[src/logic/addrgen_pkg.sv]
// Shared widths, page constants, operation encodings and request structs
package addrgen_pkg;

  ////////////////////
  // Bus and vector widths

  // Address bus width in bits
  parameter int unsigned AddrWidth     = 32;
  // Bytes moved per data beat
  parameter int unsigned DataBytes     = 8;
  parameter int unsigned DataBytesLog  = $clog2(DataBytes);
  // Element count width
  parameter int unsigned VlWidth       = 16;

  ////////////////////
  // AXI burst limits

  // 4 KiB page, bursts never cross it
  parameter int unsigned PageBits      = 12;
  // Longest INCR burst in beats
  parameter int unsigned MaxBurstBeats = 256;

  ////////////////////
  // Basic types

  typedef logic [AddrWidth-1:0] addr_t;
  typedef logic [VlWidth-1:0]   vl_t;

  // Element width, encoded as log2 of bytes per element
  typedef enum logic [1:0] {
    EW8,
    EW16,
    EW32,
    EW64
  } vew_e;

  // Supported vector memory operations
  typedef enum logic [1:0] {
    OP_UNIT_LOAD,
    OP_UNIT_STORE,
    OP_STRIDE_LOAD,
    OP_STRIDE_STORE
  } mem_op_e;

  ////////////////////
  // Request structs

  // Request as it arrives from the sequencer
  typedef struct packed {
    mem_op_e op;
    addr_t   addr;
    vl_t     vl;
    addr_t   stride;
    vew_e    vew;
  } mem_req_t;

  // Checked job for one of the generators
  typedef struct packed {
    addr_t addr;
    vl_t   len;
    addr_t stride;
    vew_e  vew;
    logic  is_load;
  } mem_job_t;

  // One AR or AW beat, also copied to the load/store units
  typedef struct packed {
    addr_t      addr;
    logic [7:0] len;
    logic [2:0] size;
    logic       is_load;
  } ax_beat_t;

endpackage

[src/logic/addr_queue.sv]
// Circular FIFO of beat descriptors for the load/store units
`timescale 1ns/1ps

module addr_queue #(
  parameter int unsigned QueueDepth = 4,
  parameter type         dtype      = logic
) (
  input  logic clk_i,
  input  logic rst_ni,
  input  logic push_i,
  input  dtype data_i,
  input  logic pop_i,
  output dtype data_o,
  output logic full_o,
  output logic empty_o
);

  // Pointer needs at least one bit
  localparam int unsigned PtrWidth = (QueueDepth > 1) ? $clog2(QueueDepth) : 1;
  localparam int unsigned CntWidth = $clog2(QueueDepth + 1);

  dtype                mem_q [QueueDepth];
  logic [PtrWidth-1:0] wr_ptr_q;
  logic [PtrWidth-1:0] rd_ptr_q;
  logic [CntWidth-1:0] cnt_q;
  logic                do_push;
  logic                do_pop;

  // Push into a full queue or pop from an empty one is dropped
  assign do_push = push_i && !full_o;
  assign do_pop  = pop_i && !empty_o;

  assign full_o  = (cnt_q == CntWidth'(QueueDepth));
  assign empty_o = (cnt_q == '0);
  assign data_o  = mem_q[rd_ptr_q];

  always_ff @(posedge clk_i or negedge rst_ni) begin
    if (!rst_ni) begin
      wr_ptr_q <= '0;
      rd_ptr_q <= '0;
      cnt_q    <= '0;
    end else begin
      // Wrap explicitly, depth need not be a power of two
      if (do_push) begin
        wr_ptr_q <= (wr_ptr_q == PtrWidth'(QueueDepth - 1)) ? '0 : wr_ptr_q + 1'b1;
      end
      if (do_pop) begin
        rd_ptr_q <= (rd_ptr_q == PtrWidth'(QueueDepth - 1)) ? '0 : rd_ptr_q + 1'b1;
      end
      if (do_push && !do_pop) begin
        cnt_q <= cnt_q + 1'b1;
      end else if (do_pop && !do_push) begin
        cnt_q <= cnt_q - 1'b1;
      end
    end
  end

  // Storage
  always_ff @(posedge clk_i) begin
    if (do_push) begin
      mem_q[wr_ptr_q] <= data_i;
    end
  end

endmodule

[src/logic/op_decoder.sv]
// Request decoder with alignment check, generator start and acknowledge
`timescale 1ns/1ps

module op_decoder (
  input  logic                  clk_i,
  input  logic                  rst_ni,
  input  addrgen_pkg::mem_req_t req_i,
  input  logic                  req_valid_i,
  input  logic                  gen_done_i,
  output addrgen_pkg::mem_job_t job_o,
  output logic                  burst_start_o,
  output logic                  stride_start_o,
  output logic                  ack_o,
  output logic                  error_o
);

  typedef enum logic {
    IDLE,
    BUSY
  } state_e;

  state_e state_q;
  state_e state_d;
  logic   accept;
  logic   misaligned;
  logic   is_unit;
  logic   is_load;

  // Base address must be a multiple of the element size
  function automatic logic is_misaligned(addrgen_pkg::addr_t addr, addrgen_pkg::vew_e vew);
    addrgen_pkg::addr_t mask;
    mask = (addrgen_pkg::addr_t'(1) << vew) - 1'b1;
    return |(addr & mask);
  endfunction

  // Request is held until ack, so skip the ack cycle itself
  assign accept     = (state_q == IDLE) && req_valid_i && !ack_o;
  assign misaligned = is_misaligned(req_i.addr, req_i.vew);
  assign is_unit    = (req_i.op == addrgen_pkg::OP_UNIT_LOAD) ||
                      (req_i.op == addrgen_pkg::OP_UNIT_STORE);
  assign is_load    = (req_i.op == addrgen_pkg::OP_UNIT_LOAD) ||
                      (req_i.op == addrgen_pkg::OP_STRIDE_LOAD);

  always_comb begin
    state_d = state_q;
    case (state_q)
      IDLE: begin
        // Misaligned request is rejected without leaving IDLE
        if (accept && !misaligned) begin
          state_d = BUSY;
        end
      end
      BUSY: begin
        if (gen_done_i) begin
          state_d = IDLE;
        end
      end
      default: state_d = IDLE;
    endcase
  end

  always_ff @(posedge clk_i or negedge rst_ni) begin
    if (!rst_ni) begin
      state_q        <= IDLE;
      burst_start_o  <= 1'b0;
      stride_start_o <= 1'b0;
      ack_o          <= 1'b0;
      error_o        <= 1'b0;
    end else begin
      state_q        <= state_d;
      // Strobes one cycle after acceptance
      burst_start_o  <= accept && !misaligned && is_unit;
      stride_start_o <= accept && !misaligned && !is_unit;
      // Ack on error, or one cycle after the last beat
      ack_o          <= (accept && misaligned) || ((state_q == BUSY) && gen_done_i);
      error_o        <= accept && misaligned;
    end
  end

  // Job fields translated from the request
  always_ff @(posedge clk_i) begin
    if (accept) begin
      job_o.addr    <= req_i.addr;
      job_o.len     <= req_i.vl;
      job_o.stride  <= req_i.stride;
      job_o.vew     <= req_i.vew;
      job_o.is_load <= is_load;
    end
  end

endmodule

[src/logic/burst_splitter.sv]
// Unit-stride generator splitting jobs into page-bounded INCR bursts
`timescale 1ns/1ps

module burst_splitter (
  input  logic                  clk_i,
  input  logic                  rst_ni,
  input  addrgen_pkg::mem_job_t job_i,
  input  logic                  start_i,
  input  logic                  core_st_pending_i,
  input  logic                  beat_taken_i,
  output addrgen_pkg::ax_beat_t beat_o,
  output logic                  beat_valid_o,
  output logic                  done_o
);

  // Byte count of a whole job, EW64 shifts by three
  localparam int unsigned ByteWidth  = addrgen_pkg::VlWidth + 3;
  localparam int unsigned BurstBytes = addrgen_pkg::MaxBurstBeats * addrgen_pkg::DataBytes;

  typedef logic [ByteWidth-1:0] bytes_t;

  typedef enum logic [1:0] {
    IDLE,
    CALC,
    WAIT,
    REQ
  } state_e;

  state_e             state_q;
  state_e             state_d;
  addrgen_pkg::addr_t addr_q;
  addrgen_pkg::addr_t addr_d;
  addrgen_pkg::addr_t end_q;
  addrgen_pkg::addr_t end_d;
  bytes_t             rem_q;
  bytes_t             rem_d;
  logic               is_load_q;
  addrgen_pkg::addr_t start_aligned;
  addrgen_pkg::addr_t consumed;
  addrgen_pkg::addr_t nxt_addr;
  bytes_t             nxt_rem;
  logic               last;

  // Last byte of the next burst
  // Smallest of operation end, burst length limit and page end
  function automatic addrgen_pkg::addr_t burst_end(addrgen_pkg::addr_t addr, bytes_t bytes);
    addrgen_pkg::addr_t beat_mask;
    addrgen_pkg::addr_t op_end;
    addrgen_pkg::addr_t len_end;
    addrgen_pkg::addr_t page_end;
    addrgen_pkg::addr_t res;
    beat_mask = addrgen_pkg::addr_t'(addrgen_pkg::DataBytes - 1);
    op_end    = (addr + addrgen_pkg::addr_t'(bytes) - 1'b1) | beat_mask;
    len_end   = (addr & ~beat_mask) + addrgen_pkg::addr_t'(BurstBytes - 1);
    page_end  = addr | addrgen_pkg::addr_t'((1 << addrgen_pkg::PageBits) - 1);
    res       = op_end;
    if (len_end < res) begin
      res = len_end;
    end
    if (page_end < res) begin
      res = page_end;
    end
    return res;
  endfunction

  // Only the first burst can start off a beat boundary
  assign start_aligned = addr_q & ~addrgen_pkg::addr_t'(addrgen_pkg::DataBytes - 1);
  assign consumed      = end_q - addr_q + 1'b1;
  assign last          = (addrgen_pkg::addr_t'(rem_q) <= consumed);
  assign nxt_addr      = end_q + 1'b1;
  assign nxt_rem       = last ? '0 : rem_q - bytes_t'(consumed);

  // Full bus width on every beat
  assign beat_o.addr    = addr_q;
  assign beat_o.len     = 8'((end_q - start_aligned) >> addrgen_pkg::DataBytesLog);
  assign beat_o.size    = 3'(addrgen_pkg::DataBytesLog);
  assign beat_o.is_load = is_load_q;
  assign beat_valid_o   = (state_q == REQ);
  assign done_o         = beat_taken_i && last;

  always_comb begin
    state_d = state_q;
    addr_d  = addr_q;
    rem_d   = rem_q;
    end_d   = end_q;
    case (state_q)
      IDLE: begin
        if (start_i) begin
          state_d = CALC;
          addr_d  = job_i.addr;
          rem_d   = bytes_t'(job_i.len) << job_i.vew;
        end
      end
      CALC: begin
        // First boundaries, then hold off while a core store is pending
        end_d   = burst_end(addr_q, rem_q);
        state_d = core_st_pending_i ? WAIT : REQ;
      end
      WAIT: begin
        if (!core_st_pending_i) begin
          state_d = REQ;
        end
      end
      REQ: begin
        // Next burst begins right after this one
        if (beat_taken_i) begin
          addr_d = nxt_addr;
          rem_d  = nxt_rem;
          end_d  = burst_end(nxt_addr, nxt_rem);
          if (last) begin
            state_d = IDLE;
          end
        end
      end
      default: state_d = IDLE;
    endcase
  end

  always_ff @(posedge clk_i or negedge rst_ni) begin
    if (!rst_ni) begin
      state_q <= IDLE;
    end else begin
      state_q <= state_d;
    end
  end

  always_ff @(posedge clk_i) begin
    addr_q <= addr_d;
    rem_q  <= rem_d;
    end_q  <= end_d;
    if ((state_q == IDLE) && start_i) begin
      is_load_q <= job_i.is_load;
    end
  end

endmodule

[src/logic/stride_stepper.sv]
// Strided generator issuing one single-beat request per element
`timescale 1ns/1ps

module stride_stepper (
  input  logic                  clk_i,
  input  logic                  rst_ni,
  input  addrgen_pkg::mem_job_t job_i,
  input  logic                  start_i,
  input  logic                  core_st_pending_i,
  input  logic                  beat_taken_i,
  output addrgen_pkg::ax_beat_t beat_o,
  output logic                  beat_valid_o,
  output logic                  done_o
);

  typedef enum logic [1:0] {
    IDLE,
    WAIT,
    REQ
  } state_e;

  state_e             state_q;
  addrgen_pkg::addr_t addr_q;
  addrgen_pkg::addr_t stride_q;
  addrgen_pkg::vl_t   rem_q;
  addrgen_pkg::vew_e  vew_q;
  logic               is_load_q;

  // One element per beat, size follows the element width
  assign beat_o.addr    = addr_q;
  assign beat_o.len     = 8'd0;
  assign beat_o.size    = 3'(vew_q);
  assign beat_o.is_load = is_load_q;
  assign beat_valid_o   = (state_q == REQ);
  assign done_o         = beat_taken_i && (rem_q == addrgen_pkg::vl_t'(1));

  always_ff @(posedge clk_i or negedge rst_ni) begin
    if (!rst_ni) begin
      state_q <= IDLE;
    end else begin
      case (state_q)
        IDLE: begin
          // First beat waits out a pending core store
          if (start_i) begin
            state_q <= core_st_pending_i ? WAIT : REQ;
          end
        end
        WAIT: begin
          if (!core_st_pending_i) begin
            state_q <= REQ;
          end
        end
        REQ: begin
          if (done_o) begin
            state_q <= IDLE;
          end
        end
        default: state_q <= IDLE;
      endcase
    end
  end

  // Address walks by the stride, count walks down to one
  always_ff @(posedge clk_i) begin
    if ((state_q == IDLE) && start_i) begin
      addr_q    <= job_i.addr;
      stride_q  <= job_i.stride;
      rem_q     <= job_i.len;
      vew_q     <= job_i.vew;
      is_load_q <= job_i.is_load;
    end else if (beat_taken_i) begin
      addr_q <= addr_q + stride_q;
      rem_q  <= rem_q - 1'b1;
    end
  end

endmodule

[src/logic/ax_issue.sv]
// Issue stage steering beats to AR or AW and filling the LSU queue
`timescale 1ns/1ps

module ax_issue (
  input  addrgen_pkg::ax_beat_t burst_beat_i,
  input  logic                  burst_valid_i,
  input  addrgen_pkg::ax_beat_t stride_beat_i,
  input  logic                  stride_valid_i,
  input  logic                  ar_ready_i,
  input  logic                  aw_ready_i,
  input  logic                  q_full_i,
  input  logic                  q_empty_i,
  input  logic                  q_head_load_i,
  output addrgen_pkg::ax_beat_t ar_o,
  output logic                  ar_valid_o,
  output addrgen_pkg::ax_beat_t aw_o,
  output logic                  aw_valid_o,
  output logic                  q_push_o,
  output addrgen_pkg::ax_beat_t q_data_o,
  output logic                  burst_taken_o,
  output logic                  stride_taken_o
);

  addrgen_pkg::ax_beat_t sel_beat;
  logic                  sel_valid;
  logic                  ch_ready;
  logic                  dir_ok;
  logic                  take;

  ////////////////////
  // Source select

  // Only one job runs at a time, so at most one source is valid
  assign sel_beat  = burst_valid_i ? burst_beat_i : stride_beat_i;
  assign sel_valid = burst_valid_i || stride_valid_i;

  ////////////////////
  // Issue rule

  // Ready of the channel this beat goes to
  assign ch_ready = sel_beat.is_load ? ar_ready_i : aw_ready_i;

  // No direction change while older beats are still queued
  // Keeps load and store responses in order for the LSUs
  assign dir_ok = q_empty_i || (q_head_load_i == sel_beat.is_load);

  assign take = sel_valid && !q_full_i && ch_ready && dir_ok;

  ////////////////////
  // Channel steering

  assign ar_o       = sel_beat;
  assign aw_o       = sel_beat;
  assign ar_valid_o = take && sel_beat.is_load;
  assign aw_valid_o = take && !sel_beat.is_load;

  // Same beat copied to the queue
  assign q_push_o = take;
  assign q_data_o = sel_beat;

  // Taken goes back to whichever generator offered the beat
  assign burst_taken_o  = take && burst_valid_i;
  assign stride_taken_o = take && !burst_valid_i;

endmodule

[src/logic/addrgen_top.sv]
// Address generator top with decoder, generators, issue stage and queue
`timescale 1ns/1ps

module addrgen_top #(
  parameter int unsigned QueueDepth = 4
) (
  input  logic                  clk_i,
  input  logic                  rst_ni,
  // Request side
  input  addrgen_pkg::mem_req_t req_i,
  input  logic                  req_valid_i,
  input  logic                  core_st_pending_i,
  output logic                  ack_o,
  output logic                  error_o,
  // AXI address channels
  output addrgen_pkg::ax_beat_t ar_o,
  output logic                  ar_valid_o,
  input  logic                  ar_ready_i,
  output addrgen_pkg::ax_beat_t aw_o,
  output logic                  aw_valid_o,
  input  logic                  aw_ready_i,
  // Load/store units
  output addrgen_pkg::ax_beat_t lsu_req_o,
  output logic                  lsu_req_valid_o,
  input  logic                  lsu_req_ready_i
);

  addrgen_pkg::mem_job_t job;
  logic                  burst_start, stride_start;
  addrgen_pkg::ax_beat_t burst_beat, stride_beat, q_data;
  logic                  burst_valid, stride_valid;
  logic                  burst_taken, stride_taken;
  logic                  burst_done, stride_done;
  logic                  q_push, q_full, q_empty;

  op_decoder i_decoder (
    .clk_i         (clk_i),
    .rst_ni        (rst_ni),
    .req_i         (req_i),
    .req_valid_i   (req_valid_i),
    .gen_done_i    (burst_done | stride_done),
    .job_o         (job),
    .burst_start_o (burst_start),
    .stride_start_o(stride_start),
    .ack_o         (ack_o),
    .error_o       (error_o)
  );

  burst_splitter i_burst (
    .clk_i, .rst_ni, .job_i(job), .start_i(burst_start), .core_st_pending_i,
    .beat_taken_i(burst_taken), .beat_o(burst_beat), .beat_valid_o(burst_valid),
    .done_o(burst_done)
  );

  stride_stepper i_stride (
    .clk_i, .rst_ni, .job_i(job), .start_i(stride_start), .core_st_pending_i,
    .beat_taken_i(stride_taken), .beat_o(stride_beat), .beat_valid_o(stride_valid),
    .done_o(stride_done)
  );

  ax_issue i_issue (
    .burst_beat_i  (burst_beat),
    .burst_valid_i (burst_valid),
    .stride_beat_i (stride_beat),
    .stride_valid_i(stride_valid),
    .ar_ready_i    (ar_ready_i),
    .aw_ready_i    (aw_ready_i),
    .q_full_i      (q_full),
    .q_empty_i     (q_empty),
    .q_head_load_i (lsu_req_o.is_load),
    .ar_o          (ar_o),
    .ar_valid_o    (ar_valid_o),
    .aw_o          (aw_o),
    .aw_valid_o    (aw_valid_o),
    .q_push_o      (q_push),
    .q_data_o      (q_data),
    .burst_taken_o (burst_taken),
    .stride_taken_o(stride_taken)
  );

  // Head of the queue is what the LSUs see
  addr_queue #(
    .QueueDepth(QueueDepth),
    .dtype     (addrgen_pkg::ax_beat_t)
  ) i_queue (
    .clk_i  (clk_i),
    .rst_ni (rst_ni),
    .push_i (q_push),
    .data_i (q_data),
    .pop_i  (lsu_req_valid_o && lsu_req_ready_i),
    .data_o (lsu_req_o),
    .full_o (q_full),
    .empty_o(q_empty)
  );

  assign lsu_req_valid_o = !q_empty;

endmodule

[config.mk]
export PLATFORM = sky130hd
export DESIGN_NAME = addrgen_top
export DESIGN_NICKNAME = d
export VERILOG_FILES = /design/src/logic/addrgen_pkg.sv /design/src/logic/addr_queue.sv /design/src/logic/op_decoder.sv /design/src/logic/burst_splitter.sv /design/src/logic/stride_stepper.sv /design/src/logic/ax_issue.sv /design/src/logic/addrgen_top.sv
export SDC_FILE = /design/constraint.sdc
export NUM_CORES = 1
export LEC_CHECK = 0
export BUFFER_PORTS_ARGS = -buffer_cell sky130_fd_sc_hd__clkbuf_2
export CAP_MARGIN = 20
export CORE_UTILIZATION = 60
export CTS_BUF_LIST = sky130_fd_sc_hd__clkbuf_16
export CTS_CLUSTER_SIZE = 14
export DETAILED_ROUTE_END_ITERATION = 16
export PLACE_DENSITY = 0.88
export SKIP_CTS_REPAIR_TIMING = 1
export SYNTH_ARGS = -nofsm -noshare
export SYNTH_HDL_FRONTEND = slang
export SYNTH_SLANG_ARGS = --single-unit
[constraint.sdc]
create_clock -name clk_i -period 16.2 [get_ports clk_i]
set_input_delay 0.81 -clock clk_i [delete_from_list [all_inputs] [get_ports clk_i]]
set_output_delay 0.81 -clock clk_i [all_outputs]
set_load 0.02 [all_outputs]
# --- Word-level counts from Yosys, hierarchy flattened ---
# Memory sizes are Yosys's and may differ from the RTL's.
# Index checks and enable logic that the tools add are counted.
word_totals:
  mem_bits_rw: 176
  mem_count: 1
  in_bits: 91
  out_inout_bits: 137
  romBits: 0
  latch_bits: 0
  regBits: 266
mem_list:
  columns: ["memory", "depth", "word_bits", "rd", "rd_clocked_by_memory_dff", "write_ports", "line_no", "source"]
  rows:
  - ["i_queue.mem_q", 4, 44, 1, 0, 1, "addr_queue.sv:22", "dtype mem_q [QueueDepth];"]
op_classes:
  n_reduce_logical: 50
  div_mod_pow: 0
  eq_ne: 19
  shift: 2
  n_mul: 0
  bitwise_logic: 3
  addsub: 18
  mux: 42
  order_cmp: 5
ops:
  columns: ["operator", "n"]
  rows:
  - ["two-way mux 32 bit", 12]
  - ["less-than comparator 32 bit", 4]
  - ["case mux 32 bit (2 select lines)", 2]
  - ["subtractor 32 x 1 -> 32 bit, second input constant", 3]
  - ["adder 32 x 1 -> 32 bit, second input constant", 2]
  - ["adder 32 x 11 -> 32 bit, second input constant", 2]
  - ["adder 32 x 19 -> 32 bit", 2]
  - ["two-way mux 19 bit", 3]
  - ["two-way mux 44 bit", 1]
  - ["case mux 19 bit (2 select lines)", 1]
  - ["adder 32 bit", 1]
  - ["AND 32 bit", 1]
  - ["less-or-equal comparator 19 x 32 -> 1 bit", 1]
  - ["two-way mux 16 bit", 2]
  - ["OR reduction 32 bit", 1]
  - ["left shift 1 x 2 -> 32 bit, first input constant", 1]
  - ["subtractor 32 bit", 1]
  - ["logical AND 1 bit", 23]
  - ["two-way mux 2 bit", 10]
  - ["left shift 16 x 2 -> 19 bit", 1]
  - ["subtractor 19 bit", 1]
  - ["equality test 16 x 1 -> 1 bit, second input constant", 1]
  - ["subtractor 16 x 1 -> 16 bit, second input constant", 1]
  - ["!= test 2 bit, second input constant", 7]
  - ["other kinds (23)", 55]

# --- Logic depth before layout (Yosys ltp) ---
logic_depth:
  ltp_word: 14
  mapped_depth: 72

# --- Hierarchy ---
# A second synthesis with hierarchy kept.
hier_totals:
  hier_cells: 3060
  area_unflattened_um2: 31955.6
modules_own_cells:
  columns: ["mod", "area_per_inst_um2", "cells_per_inst", "n_inst", "seq_area_each_um2"]
  rows:
  - ["burst_splitter", 16041.6, 2036, 1, 2482.4]
  - ["addr_queue", 6787.8, 267, 1, 5460.2]
  - ["stride_stepper", 5031.1, 481, 1, 2542.4]
  - ["op_decoder", 2806.4, 120, 1, 2617.5]
  - ["ax_issue", 1272.5, 153, 1, 0.0]
  - ["addrgen_top", 16.3, 3, 1, 0.0]

# --- Worst setup path before layout ---
# OpenSTA, ideal clock, no wires.
synth_path:
  path_kind: "register -> register"
  from: "register i_burst.end_q[3]"
  to: "register i_burst.end_q[20] (data pin)"
  period_less_slack_ns: 12.601
  required_ns: 15.939
  t_arrival_ns: 12.340
  slack_ns: 3.599
  stages_incl_launch_ff: 65
  cell_sequence: "edfxtp_1 -> inv_1 -> ha_1 -> inv_1 -> fa_1 -> and3b_1 -> o211ai_1 -> a21oi_1 -> or4b_2 -> a21oi_1 -> o21bai_1 -> xnor2_1 -> ha_1 -> and4_1 -> nand4_1 -> or4_1 -> nand4_1 -> nor3_1 -> [... 29 more ...] -> buf_6 -> o31ai_1 -> ha_1 -> a21o_1 -> a21oi_1 -> nor2b_1 -> o21ai_0 -> nand2b_1 -> a21oi_1 -> nor2b_1 -> o21ai_0 -> nand2b_1 -> a211oi_1 -> nand3_1 -> o311ai_4 -> buf_4 -> nor3_1 -> a311o_1"
synth_via:
  elab_chain_cells: 14
  elab_cells_between_ends: 17
  classes_between: "7 x add/sub; 3 x order compare; 7 x mux"
synth_lines:
  columns: ["element", "line_no", "source"]
  rows:
  - ["start: declaration", "burst_splitter.sv:33", "addrgen_pkg::addr_t end_q;"]
  - ["start signal: assignment", "burst_splitter.sv:130", "end_q <= end_d;"]
  - ["subtractor 32 bit", "burst_splitter.sv:68", "assign consumed = end_q - addr_q + 1'b1;"]
  - ["adder 32 x 1 -> 32 bit", "burst_splitter.sv:68", null]
  - ["less-or-equal comparator 19 x 32 -> 1 bit or subtractor 19 bit (tied branches)", "burst_splitter.sv:69, burst_splitter.sv:71", null]
  - ["two-way mux 19 bit", "burst_splitter.sv:71", "assign nxt_rem = last ? '0 : rem_q - bytes_t'(consumed);"]
  - ["adder 32 x 19 -> 32 bit", "burst_splitter.sv:53", "op_end = (addr + addrgen_pkg::addr_t'(bytes) - 1'b1) | beat_mask;"]
  - ["subtractor 32 x 1 -> 32 bit", "burst_splitter.sv:53", null]
  - ["less-than comparator 32 bit", "burst_splitter.sv:57", "if (len_end < res) begin"]
  - ["two-way mux 32 bit", "burst_splitter.sv:57", null]
  - ["two-way mux 32 bit", "burst_splitter.sv:106", "if (beat_taken_i) begin"]
  - ["two-way mux 32 bit", "burst_splitter.sv:86", "case (state_q)"]
  - ["less-than comparator 32 bit", "burst_splitter.sv:60", "if (page_end < res) begin"]
  - ["two-way mux 32 bit *", "burst_splitter.sv:60", null]
  - ["two-way mux 32 bit *", "burst_splitter.sv:106", null]
  - ["case mux 32 bit (2 select lines) *", "burst_splitter.sv:86", null]
  - ["net i_burst.end_d[20]", "burst_splitter.sv:34", "addrgen_pkg::addr_t end_d;"]
# The timed path passes the listed nets; every way through them passes the cells marked *. The select of a mux whose other input is x is not followed.
# A chain may end at the register's enable or synchronous reset.

# --- Final worst setup path ---
layout_path:
  from: "register i_burst.end_q[3]"
  to: "register i_burst.end_q[26] (data pin)"
# The elaborated chain is that of the path after synthesis.

==> qor.csv <==
metric,value,unit
routed vias/inst,6.414,
Crit. End Element,flop,
Routed WL,91020,um
WL met3,6699,um
gp weighted congestion,0.9785,
yosys warns,0,
CTS root buffer,clkbuf_16,
"flops & latches, synth",435,
worst r2r src,i_burst.end_q[3],
# port buffers,224,
fin. max-slew vios,0,
total grt overflow,0,
Worst Path Arrival,15100,ps
Synth Cell Area,30510,um^2
Hold Crit Class,primary input to async pin,
Total GRT Usage,0.3457,
relative slew slack,0.2983,
Core Rows,82,
nets,3451,
Mean Syn Cell Area,10.67,um^2
core area,50170,um^2
TNS Setup,0,ps
die height,227.5,um
crit start category,flop,
routed metal-1 wire length,33180,um
full die area,51760,um^2
first-pass GRT wire length,135500,um
reg2reg setup slack,1510,ps
Num CTS Buffers,44,
Initial Util,0.6081,
"commonest non-fill, non-tap cell in the layout",edfxtp_1,
vias in the first global route,23686,
Worst Setup EP,i_burst.end_q[26],
hpwl dp,65980,um
CTS H-tree depth,2,
Worst-path clk slew,70,ps
Cells after Synth,2859,
"top cells by area, synth","edfxtp_1 (41%), ha_1 (13%), xnor2_1 (4.2%)",
Least-Margin Pin Slew,1043,ps
Register-to-Register Path Depth,62,
post-synth cell types,94,
Post-synth ARST share,0.03678,
Setup WS pre-CTS,1831,ps
antenna-violating nets left,0,
Clock Latency Late Sink,600,ps
Synth top area share,0.4124,
Pre-antenna DRT Iters,8,
Top Layer Used,met4,
largest net degree at the start of global routing,79,
"Req. time, crit path",16610,ps
critical path's slowest cell,o41ai_1,
Worst Skew,42.65,ps
"commonest non-fill, non-tap cells in the layout","edfxtp_1 (419), ha_1 (326), inv_1 (258)",
minimum clock period,14690,ps
Die W,227.5,um
kind of critical path,flop to flop,
setup slack after layout,1507,ps
Hold Fails Final Rpt,0,
via count,23937,
Main synth FF type,edfxtp_1,
initial antenna violation count,0,
RSZ-0062 raised after global routing,false,
number of synthesized flops with an enable pin,419,
routed len/inst,24.39,um
DRC Markers,0,
Ant. Diodes,0,
Layout area overhead,9.740,%
reg-to-reg endpoint,i_burst.end_q[26],
Ports,228,
final-report setup violation count,0,
Fmax,0.06806,GHz
Max Cap Violations,0,
crit-path most repeated cell,ha_1,
Worst setup startpoint,i_burst.end_q[3],
share of cells above drive strength 1,0.1575,
Hold WS,133.1,ps
fin crit share,0.9070,
Longest Clk Path Bufs,3,
TritonCTS clock tree,done,
status,completed,
DR WL met2,44260,um
initial DRC count,2503,
Worst Path Max Fanout,39,
# clock sinks,435,
"Seq/Total Area, Yosys",0.4255,
"slowest stage delay, CP",730,ps
Yosys top cell by area,edfxtp_1,
-- through the flow --
| stage | cells | utilization | area, um^2 |
|---|---|---|---|
| 2_1_floorplan | 2861 | - | 30520 |
| 3_3_place_gp | 3649 | 0.6377 | 31990 |
| 3_5_place_dp | 3649 | 0.6377 | 31990 |
| 4_1_cts | 3730 | 0.6667 | 33450 |
| 5_1_grt | 3732 | 0.6674 | 33480 |
| 6_report | 3732 | 0.6674 | 33480 |
-- cells in the mapped netlist (11+ instances only) --
cell type	number
nand2b_1	23
o21bai_1	24
a211oi_1	22
o31ai_1	16
o21a_1	22
clkbuf_1	61
inv_1	254
nand4_1	41
buf_4	49
dfrtp_1	16
ha_1	327
nor2b_1	40
or3_1	15
or2_2	17
and2_1	20
a31oi_1	12
mux4_2	43
nor4_1	20
xnor2_1	146
o21ai_0	127
a21o_1	58
mux2i_1	44
and3_1	25
nand2_1	207
nor2_1	175
a21oi_1	182
o21ai_1	11
mux2_2	71
a31o_2	11
xor2_1	64
nand3_1	74
edfxtp_1	419
o211ai_1	11
nor3_1	48
-- routing by layer --
metal / vias to the layer above / global-route usage
met1: 11370 / 0.4014
met5: - / 0
li1: 10743 / -
met3: 423 / 0.05679
met4: 0 / 0.2362
met2: 1401 / 0.5868
-- worst min-delay path by stage --
stage                               to  slack, ps
6_report              i_queue.cnt_q[1]        130
5_1_grt        i_decoder.burst_start_o        160
4_1_cts               i_queue.cnt_q[1]        130
3_5_place_dp     i_stride.stride_q[25]        400
3_3_place_gp     i_stride.stride_q[28]        400
2_1_floorplan     i_stride.stride_q[0]        400
-- registers in the layout, indices dropped and copies added (netlist names), 3 cells and up --
signal,cells
i_queue.mem_q,172
i_burst.end_q,29
i_stride.rem_q,16
i_burst.rem_q,19
i_decoder.job_o,83
i_queue.cnt_q,3
i_stride.stride_q,32
i_burst.addr_q,32
i_stride.addr_q,32
-- kinds of logic (layout without fill, tap and decap cells) --
family,Yosys count,in the layout,synth area share
compound gates,576,576,0.1231
xor+xnor,211,211,0.06102
fa+ha+maj,335,335,0.1393
buf+inv,382,581,0.05401
flops,435,435,0.4255
mux,165,165,0.07496
other cells,1,3,0.0001229
simple gates,754,754,0.1220
-- layout make-up --
type | instances | area (um^2)
inverters | 255 | 958.4
multi-input cells | 2044 | 15950
clock inverters | 37 | 354.1
well taps | 672 | 840.8
flip-flops and latches | 435 | 12990
fillers | 3588 | 16690
repair buffers | 245 | 1296
clock buffers | 44 | 1101
-- critical path: cells and delay by family (launching register included) --
| family | cells | cell delay [ps] |
|---|---|---|
| adder cells (fa/ha/maj) | 7 | 2080 |
| AO/OA/AOI/OAI | 27 | 7010 |
| XOR/XNOR | 1 | 90 |
| AND/OR/NAND/NOR | 18 | 2680 |
| multiplexers | 3 | 930 |
| buffers and inverters | 6 | 1060 |
| flip-flops | 1 | 600 |
Power is not shown: default switching activity piles up to over one toggle a cycle in this logic, so the estimate is an artifact.
